--- config.mk ---
export PLATFORM = sky130hd
export DESIGN_NAME = cpuTop
export DESIGN_NICKNAME = d
export VERILOG_FILES = /design/src/rtl/cpuPkg.sv /design/src/rtl/counterReg.sv /design/src/rtl/registerFile.sv /design/src/rtl/addressRegFile.sv /design/src/rtl/instrRegister.sv /design/src/rtl/alu.sv /design/src/rtl/dataMemory.sv /design/src/rtl/controlUnit.sv /design/src/rtl/cpuTop.sv
export SDC_FILE = /design/constraint.sdc
export NUM_CORES = 2
export LEC_CHECK = 0
export ABC_AREA = 1
export ABC_CLOCK_PERIOD_IN_PS = 22300
export BUFFER_PORTS_ARGS = -buffer_cell sky130_fd_sc_hd__buf_4
export CAP_MARGIN = 20
export CORE_ASPECT_RATIO = 1.1
export CORE_MARGIN = 5
export CORE_UTILIZATION = 55
export CTS_CLUSTER_SIZE = 14
export DETAILED_ROUTE_END_ITERATION = 10
export PLACE_DENSITY = 0.69
export REMOVE_ABC_BUFFERS = 1
export SLEW_MARGIN = 40
export SYNTH_ARGS = -nofsm -noshare
export SYNTH_HDL_FRONTEND = slang
export SYNTH_SLANG_ARGS = --single-unit
--- constraint.sdc ---
create_clock -name CLK -period 22.3 [get_ports CLK]
set_clock_uncertainty 0.2 [all_clocks]
set_input_delay 2.23 -clock CLK [delete_from_list [all_inputs] [get_ports CLK]]
set_output_delay 2.23 -clock CLK [all_outputs]
set_load 0.1 [all_outputs]
--- src/rtl/cpuPkg.sv ---
package cpuPkg;

    parameter int dataWidth  = 8;
    parameter int instrWidth = 16;

    typedef logic [dataWidth-1:0] byteT;
    typedef logic [1:0]           regIdxT;   // R1..R4 as 0..3

    typedef enum logic [1:0] {
        regClear = 2'b00,
        regLoad  = 2'b01,
        regDec   = 2'b10,
        regInc   = 2'b11
    } regFunT;

    typedef enum logic [3:0] {
        passA, passB, notA, add, sub, andOp, orOp, lsl, lsr
    } aluOpT;

    typedef enum logic [3:0] {
        opAnd = 4'd0,  opOr  = 4'd1,  opNot = 4'd2,  opAdd = 4'd3,
        opSub = 4'd4,  opLsr = 4'd5,  opLsl = 4'd6,  opInc = 4'd7,
        opDec = 4'd8,  opBra = 4'd9,  opBne = 4'd10, opMov = 4'd11,
        opLd  = 4'd12, opSt  = 4'd13, opNopE = 4'd14, opNopF = 4'd15
    } opcodeT;

    typedef struct packed {
        opcodeT      opcode;
        logic        spare11;
        logic        mode;     // 1 selects AR dest or direct LD
        regIdxT      dst;
        logic [1:0]  spare7;
        regIdxT      srcA;
        logic [1:0]  spare3;
        regIdxT      srcB;
    } instrFieldsT;

    typedef union packed {
        instrFieldsT fld;
        struct packed {
            byteT hi;
            byteT lo;  // immediate or branch target
        } half;
    } instrT;

    typedef enum logic [1:0] {fetchLow, fetchHigh, execute} cpuStateT;

    typedef struct packed {
        logic zero;
        logic carry;
        logic negative;
        logic overflow;
    } flagsT;

    typedef enum logic [1:0] {rfAlu, rfMem, rfIrLow} rfInSrcT;
    typedef enum logic       {arfAlu, arfIrLow} arfInSrcT;
    typedef enum logic       {addrPc, addrAr} addrSrcT;

    typedef struct packed {
        logic [3:0] rfLoad;    // one-hot, bit 0 is R1
        regFunT     rfFun;
        regIdxT     rfSelA;
        regIdxT     rfSelB;
        aluOpT      aluOp;
        logic       flagsWe;
        logic       pcEn;
        logic       arEn;
        regFunT     arfFun;
        addrSrcT    addrSel;
        logic       irEn;
        logic       irHigh;
        logic       memWr;
        rfInSrcT    rfInSel;
        arfInSrcT   arfInSel;
    } ctrlT;

    typedef struct packed {
        logic en;
        byteT addr;
        byteT data;
    } loadReqT;

    typedef struct packed {
        byteT [3:0] r;
        byteT       pc;
        byteT       ar;
        flagsT      flags;
    } archStateT;

endpackage

--- src/rtl/counterReg.sv ---
`timescale 1ns/1ps

module counterReg #(
    parameter int width = 8
) (
    input  logic             CLK,
    input  logic             rstN,
    input  logic             en,
    input  cpuPkg::regFunT   fun,
    input  logic [width-1:0] d,
    output logic [width-1:0] q
);

    always_ff @(posedge CLK or negedge rstN) begin
        if (!rstN) begin
            q <= '0;
        end else if (en) begin
            case (fun)
                cpuPkg::regClear: q <= '0;
                cpuPkg::regLoad:  q <= d;
                cpuPkg::regDec:   q <= q - 1'b1;  // wraps at zero
                default:          q <= q + 1'b1;
            endcase
        end
    end

endmodule

--- src/rtl/registerFile.sv ---
`timescale 1ns/1ps

module registerFile (
    input  logic                 CLK,
    input  logic                 rstN,
    input  logic [3:0]           load,
    input  cpuPkg::regFunT       fun,
    input  cpuPkg::byteT         d,
    input  cpuPkg::regIdxT       selA,
    input  cpuPkg::regIdxT       selB,
    output cpuPkg::byteT         a,
    output cpuPkg::byteT         b,
    output cpuPkg::byteT [3:0]   regs
);

    // R1..R4, all sharing the same input and function
    for (genvar i = 0; i < 4; i++) begin : gReg
        counterReg #(
            .width(cpuPkg::dataWidth)
        ) uReg (
            .CLK  (CLK),
            .rstN (rstN),
            .en   (load[i]),
            .fun  (fun),
            .d    (d),
            .q    (regs[i])
        );
    end

    // two independent read ports for the ALU
    assign a = regs[selA];
    assign b = regs[selB];

endmodule

--- src/rtl/addressRegFile.sv ---
`timescale 1ns/1ps

module addressRegFile (
    input  logic              CLK,
    input  logic              rstN,
    input  logic              pcEn,
    input  logic              arEn,
    input  cpuPkg::regFunT    fun,
    input  cpuPkg::byteT      d,
    input  cpuPkg::addrSrcT   addrSel,
    output cpuPkg::byteT      address,
    output cpuPkg::byteT      pc,
    output cpuPkg::byteT      ar
);

    counterReg #(.width(cpuPkg::dataWidth)) uPc (
        .CLK(CLK), .rstN(rstN), .en(pcEn), .fun(fun), .d(d), .q(pc)
    );

    counterReg #(.width(cpuPkg::dataWidth)) uAr (
        .CLK(CLK), .rstN(rstN), .en(arEn), .fun(fun), .d(d), .q(ar)
    );

    assign address = (addrSel == cpuPkg::addrAr) ? ar : pc;  // memory address

endmodule

--- src/rtl/instrRegister.sv ---
`timescale 1ns/1ps

module instrRegister (
    input  logic           CLK,
    input  logic           rstN,
    input  logic           en,
    input  logic           high,
    input  cpuPkg::byteT   d,
    output cpuPkg::instrT  ir
);

    logic [cpuPkg::instrWidth-1:0] irQ;

    always_ff @(posedge CLK or negedge rstN) begin
        if (!rstN) begin
            irQ <= '0;
        end else if (en) begin
            if (high)
                irQ[cpuPkg::instrWidth-1:cpuPkg::dataWidth] <= d;
            else
                irQ[cpuPkg::dataWidth-1:0] <= d;  // other half kept
        end
    end

    assign ir = irQ;

endmodule

--- src/rtl/alu.sv ---
`timescale 1ns/1ps

module alu (
    input  logic            CLK,
    input  logic            rstN,
    input  cpuPkg::byteT    a,
    input  cpuPkg::byteT    b,
    input  cpuPkg::aluOpT   op,
    input  logic            flagsWe,
    output cpuPkg::byteT    result,
    output cpuPkg::flagsT   flags
);

    logic                     isSub;
    cpuPkg::byteT             bOp;
    logic [cpuPkg::dataWidth:0] sum9;
    logic                     ovf;
    cpuPkg::flagsT            nextFlags;

    // shared adder, SUB is a + ~b + 1
    assign isSub = (op == cpuPkg::sub);
    assign bOp   = isSub ? ~b : b;
    assign sum9  = {1'b0, a} + {1'b0, bOp} + {{cpuPkg::dataWidth{1'b0}}, isSub};
    assign ovf   = (a[cpuPkg::dataWidth-1] == bOp[cpuPkg::dataWidth-1])
                && (sum9[cpuPkg::dataWidth-1] != a[cpuPkg::dataWidth-1]);

    always_comb begin
        case (op)
            cpuPkg::passA: result = a;
            cpuPkg::passB: result = b;
            cpuPkg::notA:  result = ~a;
            cpuPkg::add,
            cpuPkg::sub:   result = sum9[cpuPkg::dataWidth-1:0];
            cpuPkg::andOp: result = a & b;
            cpuPkg::orOp:  result = a | b;
            cpuPkg::lsl:   result = {a[cpuPkg::dataWidth-2:0], 1'b0};
            cpuPkg::lsr:   result = {1'b0, a[cpuPkg::dataWidth-1:1]};
            default:       result = a;
        endcase
    end

    always_comb begin
        nextFlags          = flags;  // C and O hold by default
        nextFlags.zero     = (result == '0);
        nextFlags.negative = result[cpuPkg::dataWidth-1];
        case (op)
            cpuPkg::add,
            cpuPkg::sub: begin
                nextFlags.carry    = sum9[cpuPkg::dataWidth];
                nextFlags.overflow = ovf;
            end
            cpuPkg::lsl: nextFlags.carry = a[cpuPkg::dataWidth-1];
            cpuPkg::lsr: nextFlags.carry = a[0];
            default: ;
        endcase
    end

    always_ff @(posedge CLK or negedge rstN) begin
        if (!rstN)
            flags <= '0;
        else if (flagsWe)
            flags <= nextFlags;
    end

endmodule

--- src/rtl/dataMemory.sv ---
`timescale 1ns/1ps

module dataMemory (
    input  logic             CLK,
    input  cpuPkg::byteT     address,
    input  cpuPkg::byteT     wrData,
    input  logic             wr,
    input  cpuPkg::loadReqT  load,
    output cpuPkg::byteT     rdData
);

    cpuPkg::byteT mem [2**cpuPkg::dataWidth];

    assign rdData = mem[address];  // async read

    always_ff @(posedge CLK) begin
        if (load.en)
            mem[load.addr] <= load.data;  // program load wins
        else if (wr)
            mem[address] <= wrData;
    end

endmodule

--- src/rtl/controlUnit.sv ---
`timescale 1ns/1ps

module controlUnit (
    input  logic            CLK,
    input  logic            rstN,
    input  logic            run,
    input  cpuPkg::instrT   ir,
    input  cpuPkg::flagsT   flags,
    output cpuPkg::ctrlT    ctrl,
    output logic            instrDone
);

    cpuPkg::cpuStateT state;
    cpuPkg::cpuStateT stateNext;

    always_comb begin
        case (state)
            cpuPkg::fetchLow:  stateNext = run ? cpuPkg::fetchHigh : cpuPkg::fetchLow;
            cpuPkg::fetchHigh: stateNext = cpuPkg::execute;
            default:           stateNext = cpuPkg::fetchLow;
        endcase
    end

    always_ff @(posedge CLK or negedge rstN) begin
        if (!rstN)
            state <= cpuPkg::fetchLow;
        else
            state <= stateNext;
    end

    assign instrDone = (state == cpuPkg::execute);

    always_comb begin
        logic [3:0] dstHot;
        logic       aluWrite;
        dstHot   = 4'b0001 << ir.fld.dst;
        aluWrite = 1'b0;
        ctrl          = '0;
        ctrl.rfFun    = cpuPkg::regLoad;
        ctrl.arfFun   = cpuPkg::regLoad;
        ctrl.aluOp    = cpuPkg::passA;
        ctrl.addrSel  = cpuPkg::addrPc;
        ctrl.rfInSel  = cpuPkg::rfAlu;
        ctrl.arfInSel = cpuPkg::arfAlu;
        case (state)
            cpuPkg::fetchLow: begin
                if (run) begin
                    ctrl.irEn   = 1'b1;
                    ctrl.pcEn   = 1'b1;
                    ctrl.arfFun = cpuPkg::regInc;
                end
            end
            cpuPkg::fetchHigh: begin
                ctrl.irEn   = 1'b1;
                ctrl.irHigh = 1'b1;
                ctrl.pcEn   = 1'b1;
                ctrl.arfFun = cpuPkg::regInc;
            end
            default: begin
                ctrl.rfSelA = ir.fld.srcA;
                ctrl.rfSelB = ir.fld.srcB;
                case (ir.fld.opcode)
                    cpuPkg::opAnd: begin aluWrite = 1'b1; ctrl.aluOp = cpuPkg::andOp; end
                    cpuPkg::opOr:  begin aluWrite = 1'b1; ctrl.aluOp = cpuPkg::orOp;  end
                    cpuPkg::opNot: begin aluWrite = 1'b1; ctrl.aluOp = cpuPkg::notA;  end
                    cpuPkg::opAdd: begin aluWrite = 1'b1; ctrl.aluOp = cpuPkg::add;   end
                    cpuPkg::opSub: begin aluWrite = 1'b1; ctrl.aluOp = cpuPkg::sub;   end
                    cpuPkg::opLsr: begin aluWrite = 1'b1; ctrl.aluOp = cpuPkg::lsr;   end
                    cpuPkg::opLsl: begin aluWrite = 1'b1; ctrl.aluOp = cpuPkg::lsl;   end
                    cpuPkg::opMov: begin aluWrite = 1'b1; ctrl.aluOp = cpuPkg::passA; end
                    cpuPkg::opInc, cpuPkg::opDec: begin
                        ctrl.rfLoad = dstHot;  // count in place
                        ctrl.rfFun  = (ir.fld.opcode == cpuPkg::opInc) ?
                                      cpuPkg::regInc : cpuPkg::regDec;
                    end
                    cpuPkg::opBra, cpuPkg::opBne: begin
                        ctrl.pcEn     = (ir.fld.opcode == cpuPkg::opBra) || !flags.zero;
                        ctrl.arfInSel = cpuPkg::arfIrLow;
                    end
                    cpuPkg::opLd: begin
                        ctrl.rfLoad = dstHot;
                        if (ir.fld.mode) begin
                            ctrl.addrSel = cpuPkg::addrAr;  // direct, M[AR]
                            ctrl.rfInSel = cpuPkg::rfMem;
                        end else begin
                            ctrl.rfInSel = cpuPkg::rfIrLow;
                        end
                    end
                    cpuPkg::opSt: begin
                        ctrl.rfSelB  = ir.fld.dst;
                        ctrl.aluOp   = cpuPkg::passB;
                        ctrl.addrSel = cpuPkg::addrAr;
                        ctrl.memWr   = 1'b1;
                    end
                    default: ;  // 14 and 15 do nothing
                endcase
                if (aluWrite) begin
                    ctrl.flagsWe = 1'b1;
                    if (ir.fld.mode)
                        ctrl.arEn = 1'b1;
                    else
                        ctrl.rfLoad = dstHot;
                end
            end
        endcase
    end

endmodule

--- src/rtl/cpuTop.sv ---
`timescale 1ns/1ps

module cpuTop (
    input  logic               CLK,
    input  logic               rstN,
    input  logic               run,
    input  cpuPkg::loadReqT    load,
    output cpuPkg::archStateT  state,
    output cpuPkg::instrT      ir,
    output logic               instrDone
);

    cpuPkg::ctrlT        ctrl;
    cpuPkg::flagsT       flags;
    cpuPkg::byteT        rfA;
    cpuPkg::byteT        rfB;
    cpuPkg::byteT [3:0]  regs;
    cpuPkg::byteT        aluResult;
    cpuPkg::byteT        memData;
    cpuPkg::byteT        address;
    cpuPkg::byteT        pc;
    cpuPkg::byteT        ar;
    cpuPkg::byteT        rfIn;
    cpuPkg::byteT        arfIn;

    always_comb begin
        case (ctrl.rfInSel)
            cpuPkg::rfMem:   rfIn = memData;
            cpuPkg::rfIrLow: rfIn = ir.half.lo;
            default:         rfIn = aluResult;
        endcase
    end

    assign arfIn = (ctrl.arfInSel == cpuPkg::arfIrLow) ? ir.half.lo : aluResult;

    registerFile uRf (
        .CLK(CLK), .rstN(rstN), .load(ctrl.rfLoad), .fun(ctrl.rfFun), .d(rfIn),
        .selA(ctrl.rfSelA), .selB(ctrl.rfSelB), .a(rfA), .b(rfB), .regs(regs)
    );

    addressRegFile uArf (
        .CLK(CLK), .rstN(rstN), .pcEn(ctrl.pcEn), .arEn(ctrl.arEn), .fun(ctrl.arfFun),
        .d(arfIn), .addrSel(ctrl.addrSel), .address(address), .pc(pc), .ar(ar)
    );

    instrRegister uIr (
        .CLK(CLK), .rstN(rstN), .en(ctrl.irEn), .high(ctrl.irHigh), .d(memData), .ir(ir)
    );

    alu uAlu (
        .CLK(CLK), .rstN(rstN), .a(rfA), .b(rfB), .op(ctrl.aluOp),
        .flagsWe(ctrl.flagsWe), .result(aluResult), .flags(flags)
    );

    dataMemory uMem (
        .CLK(CLK), .address(address), .wrData(aluResult), .wr(ctrl.memWr),
        .load(load), .rdData(memData)
    );

    controlUnit uCtrl (
        .CLK(CLK), .rstN(rstN), .run(run), .ir(ir), .flags(flags),
        .ctrl(ctrl), .instrDone(instrDone)
    );

    assign state.r     = regs;
    assign state.pc    = pc;
    assign state.ar    = ar;
    assign state.flags = flags;

endmodule

==> flow_metrics.env <==
export IMPL_grt_antenna_before_repair=3
export IMPL_clk_path_buf_depth=3
export IMPL_ir_drop_uv=105
export IMPL_hpwl_um=143000
export IMPL_critPathRequiredTime_ns=22.85
export IMPL_min_delay_path_class="register to register"
export IMPL_part_of_the_power_in_registers_pct=35.3
export IMPL_dominant_combinational_cell_family_by_area_after_synthesis="simple AND/OR/NAND/NOR gates"
export IMPL_power_density_nw_per_um2=133
export IMPL_max_cap_violations=0
export IMPL_core_um2=162000
export IMPL_postCtsHoldBufs=0
export IMPL_post_synth_fa_ha_maj_area_fraction_pct=0.587
export IMPL_total_net_switching_power_mw=5.44
export IMPL_die_area_um2=171000
export IMPL_gpl_final_weighted_congestion=0.936
export IMPL_timing_final_max_slew_violations=0
export IMPL_crit_path_start="uCtrl.state[1]$_DFF_PN0_"
export IMPL_mappedNetlistArea_um2=89600
export IMPL_die_h_um=433
export IMPL_max_clock_freq_ghz=0.137
export IMPL_placedInstanceArea_um2=91400
export IMPL_synth_simple_gate_area_share_pct=23.2
export IMPL_design_area_um2=97900
export IMPL_report_final_hold_viol_count=0
export IMPL_first_global_vias=58900
export IMPL_route_final_wire_length_um=253000
export IMPL_grt_start_max_net_pins=174
export IMPL_post_layout_total_power_mw=13.0
export IMPL_critical_path_endpoint="uRf.gReg[0].uReg.q[1]$_DFFE_PN0P_"
export IMPL_timing_slew_headroom_pct=39.6
export IMPL_drt_initial_drc_count=8705
export IMPL_synth_seq_area_share_pct=70.6
export IMPL_placedCellCount=9676
export IMPL_post_synth_inst_count=7876
export IMPL_period_share_pct=32.8
export IMPL_startpoint_of_the_worst_slack_reg_to_reg_timing_path="uCtrl.state[1]$_DFF_PN0_"
export IMPL_cp_arrival_ns=7.87
export IMPL_floorplan_io_pins=89
export IMPL_layout_area_overhead_vs_synth_pct=9.37
export IMPL_setup_repair_after_global_routing_missed_its_margin="false"
export IMPL_r2r_worst_path_cells=22
export IMPL_timing_setup_tns_ns=0
export IMPL_numPortBuffers=88
export IMPL_detail_route_drc_violations=0
export IMPL_power_frac_clock_pct=25.2
export IMPL_effective_utilization_at_floorplan_pct=55.2
export IMPL_floorplan_rows=155
export IMPL_post_synth_main_area_contributors="edfxtp_1 (69%), nand3_1 (12%), nand2_1 (9.4%), dfrtp_1 (2.0%), buf_2 (1.7%)"
export IMPL_power_share_combinational_pct=39.5
export IMPL_synth_area_in_compound_gates_pct=1.77
export IMPL_globalRoute_totalOverflow=0
export IMPL_drive_above_1_share_pct=7.27
export IMPL_numCtsBuffers=200
export IMPL_synthDistinctLibCells=50
export IMPL_syn_area_per_cell_um2=11.4
export IMPL_critical_path_startpoint_type="register"
export IMPL_setup_violations=0
export IMPL_design_final_nets=7825
export IMPL_cell_internal_pwr_mw=7.57
export IMPL_ys_warnings_count=0
export IMPL_cts_resized=0
export IMPL_crit_path_end_kind="register"
export IMPL_detail_route_antenna_nets=0
export IMPL_global_route_usage_total_pct=29.1
export IMPL_htree_levels=4
export IMPL_yosys_area_top_type="edfxtp_1"
export IMPL_post_layout_nonfiller_instances=10000
export IMPL_via_per_inst=6.20
export IMPL_fin_crit_ns=7.32
export IMPL_crit_path_max_fanout=79
export IMPL_post_drt_wl_per_cell_um=25.2
export IMPL_criticalPathCategory="register to register"
export IMPL_total_via_count_after_detailed_routing=62200
export IMPL_total_leakage_power_nw=34.9
export IMPL_muxShareOfSynthArea_pct=0.0894
export IMPL_tritoncts="built"
export IMPL_drtPass1Iterations=7
export IMPL_clock_tree_root_cell="clkbuf_16"
export IMPL_grt_first_pass_wirelength_um=376000
export IMPL_postCtsSetupBuffers=0
export IMPL_power_switching_share_pct=41.8
export IMPL_worst_slew_pin_transition_ns=0.906
export IMPL_post_synth_xor_area_fraction_pct=0.127
export IMPL_synth_largest_type_area_fraction_pct=68.7
export IMPL_clkSlewWorstSetupHoldPaths_ns=0.07
export IMPL_cts_num_sinks=2118
export IMPL_die_width_um=395
export IMPL_run_status="finished clean"
export IMPL_regToRegEndpoint="uRf.gReg[0].uReg.q[1]$_DFFE_PN0P_"
export IMPL_ys_ff_latch=2118
export IMPL_setup_reg_to_reg_worst_slack_ns=14.98
export IMPL_insertion_delay_ns=0.85
==> registers in the layout, summed over array words and instances (netlist names) <==
signal           cells
uIr.ir              16
uAlu.flags           4
uArf.uAr.q           8
uRf.gReg.uReg.q     32
uCtrl.state          2
uArf.uPc.q           8
uMem.mem          2048
==> synthesized netlist by cell type (all sizes together) <==
cell / instances
buf: 410
a21oi: 81
nor2: 392
nand2: 2258
a21boi: 14
o21bai: 7
nand3b: 7
fa: 5
o2111ai: 1
o22ai: 9
o211ai: 22
o221ai: 3
a31oi: 1
nand4: 15
ha: 34
a22oi: 6
a2bb2oi: 1
nand3: 2073
xor2: 13
o21a: 1
or2: 10
edfxtp: 2048
mux2i: 8
o32ai: 1
clkinv: 3
clkbuf: 93
o21ai: 113
dfrtp: 70
inv: 154
a211oi: 2
a2111oi: 1
nor3: 15
o31ai: 5
==> cell type report <==
class	instances	area, µm²
inverter	157	599
clock buffer	258	5330
multi-input combinational	5098	23400
clock inverter	97	873
sequential	2118	63300
antenna	3	7.51
tap	2119	2650
fill	12500	64200
timing repair buffer	191	1860
==> metrics by stage <==
step / hold WS, ns / worst slack, ns / utilization [%]
finish: 0.292 / 14.98 / 60.4
global route: 0.311 / 14.58 / 60.4
detailed placement: 0.280 / 14.69 / 56.4
floorplan: 0.312 / 6.03 / -
global placement: 0.281 / 14.84 / 56.2
CTS: 0.294 / 14.66 / 60.2
==> power groups by stage <==
stage	Sequential, mW	Clock, mW	Combinational, mW
2_1_floorplan	5.08	0	3.66
3_3_place_gp	4.66	0	4.95
3_5_place_dp	4.67	0	5.01
4_1_cts	4.58	3.30	5.03
5_1_grt	4.59	3.46	5.53
6_report	4.59	3.27	5.14
==> worst max-delay path, cell delays in order, from the launching register on <==
cell and delay [ns]:
dfrtp_1 0.75, nand2_1 0.17, nand3b_4 0.23, nand2_4 0.30
nand2_2 0.18, nand2_8 0.43, buf_4 0.38, buf_12 0.28
buf_6 0.52, buf_4 0.76, buf_4 0.73, nand2_1 0.11
nand3_1 0.13, nand3_1 0.08, nand3_1 0.11, nand3_1 0.10
nand3_1 0.19, nand3_1 0.33, nand3_1 0.30, nand3_1 0.14
nand2_1 0.15, nand2_1 0.14, a21boi_1 0.21
==> placed cells by master, fill, tap and decap left out, types with 9 or more instances in the layout <==
cell / instances
or2_2: 9
bufinv_16: 12
clkinv_2: 32
o21ai_0: 88
nor3_1: 14
nor2_1: 339
clkbuf_1: 52
buf_6: 32
nand3_1: 2068
edfxtp_1: 2048
xor2_1: 13
clkbuf_16: 204
o21ai_4: 13
buf_4: 139
a21boi_1: 14
buf_12: 13
nor2_2: 50
clkinv_1: 43
nand2_1: 2244
nand4_1: 12
o22ai_1: 9
ha_1: 34
a21oi_1: 81
inv_1: 143
o211ai_1: 22
dfrtp_1: 70
==> metal layers <==
layer / wire length (µm) / vias up / track usage [%]
li1: - / 27600 / -
met1: 95000 / 30200 / 39.6
met2: 117000 / 3702 / 45.2
met3: 27400 / 658 / 6.35
met4: 13100 / 6 / 13.7
met5: 57 / - / 0
==> logic make-up (layout without fill, tap and decap cells) <==
| logic type | count (synthesis) | after routing |
|---|---|---|
| buffers and inverters | 660 | 703 |
| AO/OA/AOI/OAI | 268 | 268 |
| multiplexers | 8 | 8 |
| AND/OR/NAND/NOR | 4770 | 4770 |
| flip-flops | 2118 | 2118 |
| XOR/XNOR | 13 | 13 |
| other | 0 | 3 |
| adder cells (fa/ha/maj) | 39 | 39 |
==> worst min path at each step <==
stage	from	endpoint	cells after the start
floorplan	uCtrl.state[0]$_DFF_PN0_	uCtrl.state[1]$_DFF_PN0_	2
global placement	uAlu.flags[0]$_DFFE_PN0P_	uAlu.flags[0]$_DFFE_PN0P_	2
detailed placement	uAlu.flags[0]$_DFFE_PN0P_	uAlu.flags[0]$_DFFE_PN0P_	2
CTS	uAlu.flags[0]$_DFFE_PN0P_	uAlu.flags[0]$_DFFE_PN0P_	2
global route	uAlu.flags[0]$_DFFE_PN0P_	uAlu.flags[0]$_DFFE_PN0P_	2
finish	uAlu.flags[0]$_DFFE_PN0P_	uAlu.flags[0]$_DFFE_PN0P_	2
Note: power is estimated with default switching activity, not from simulation.
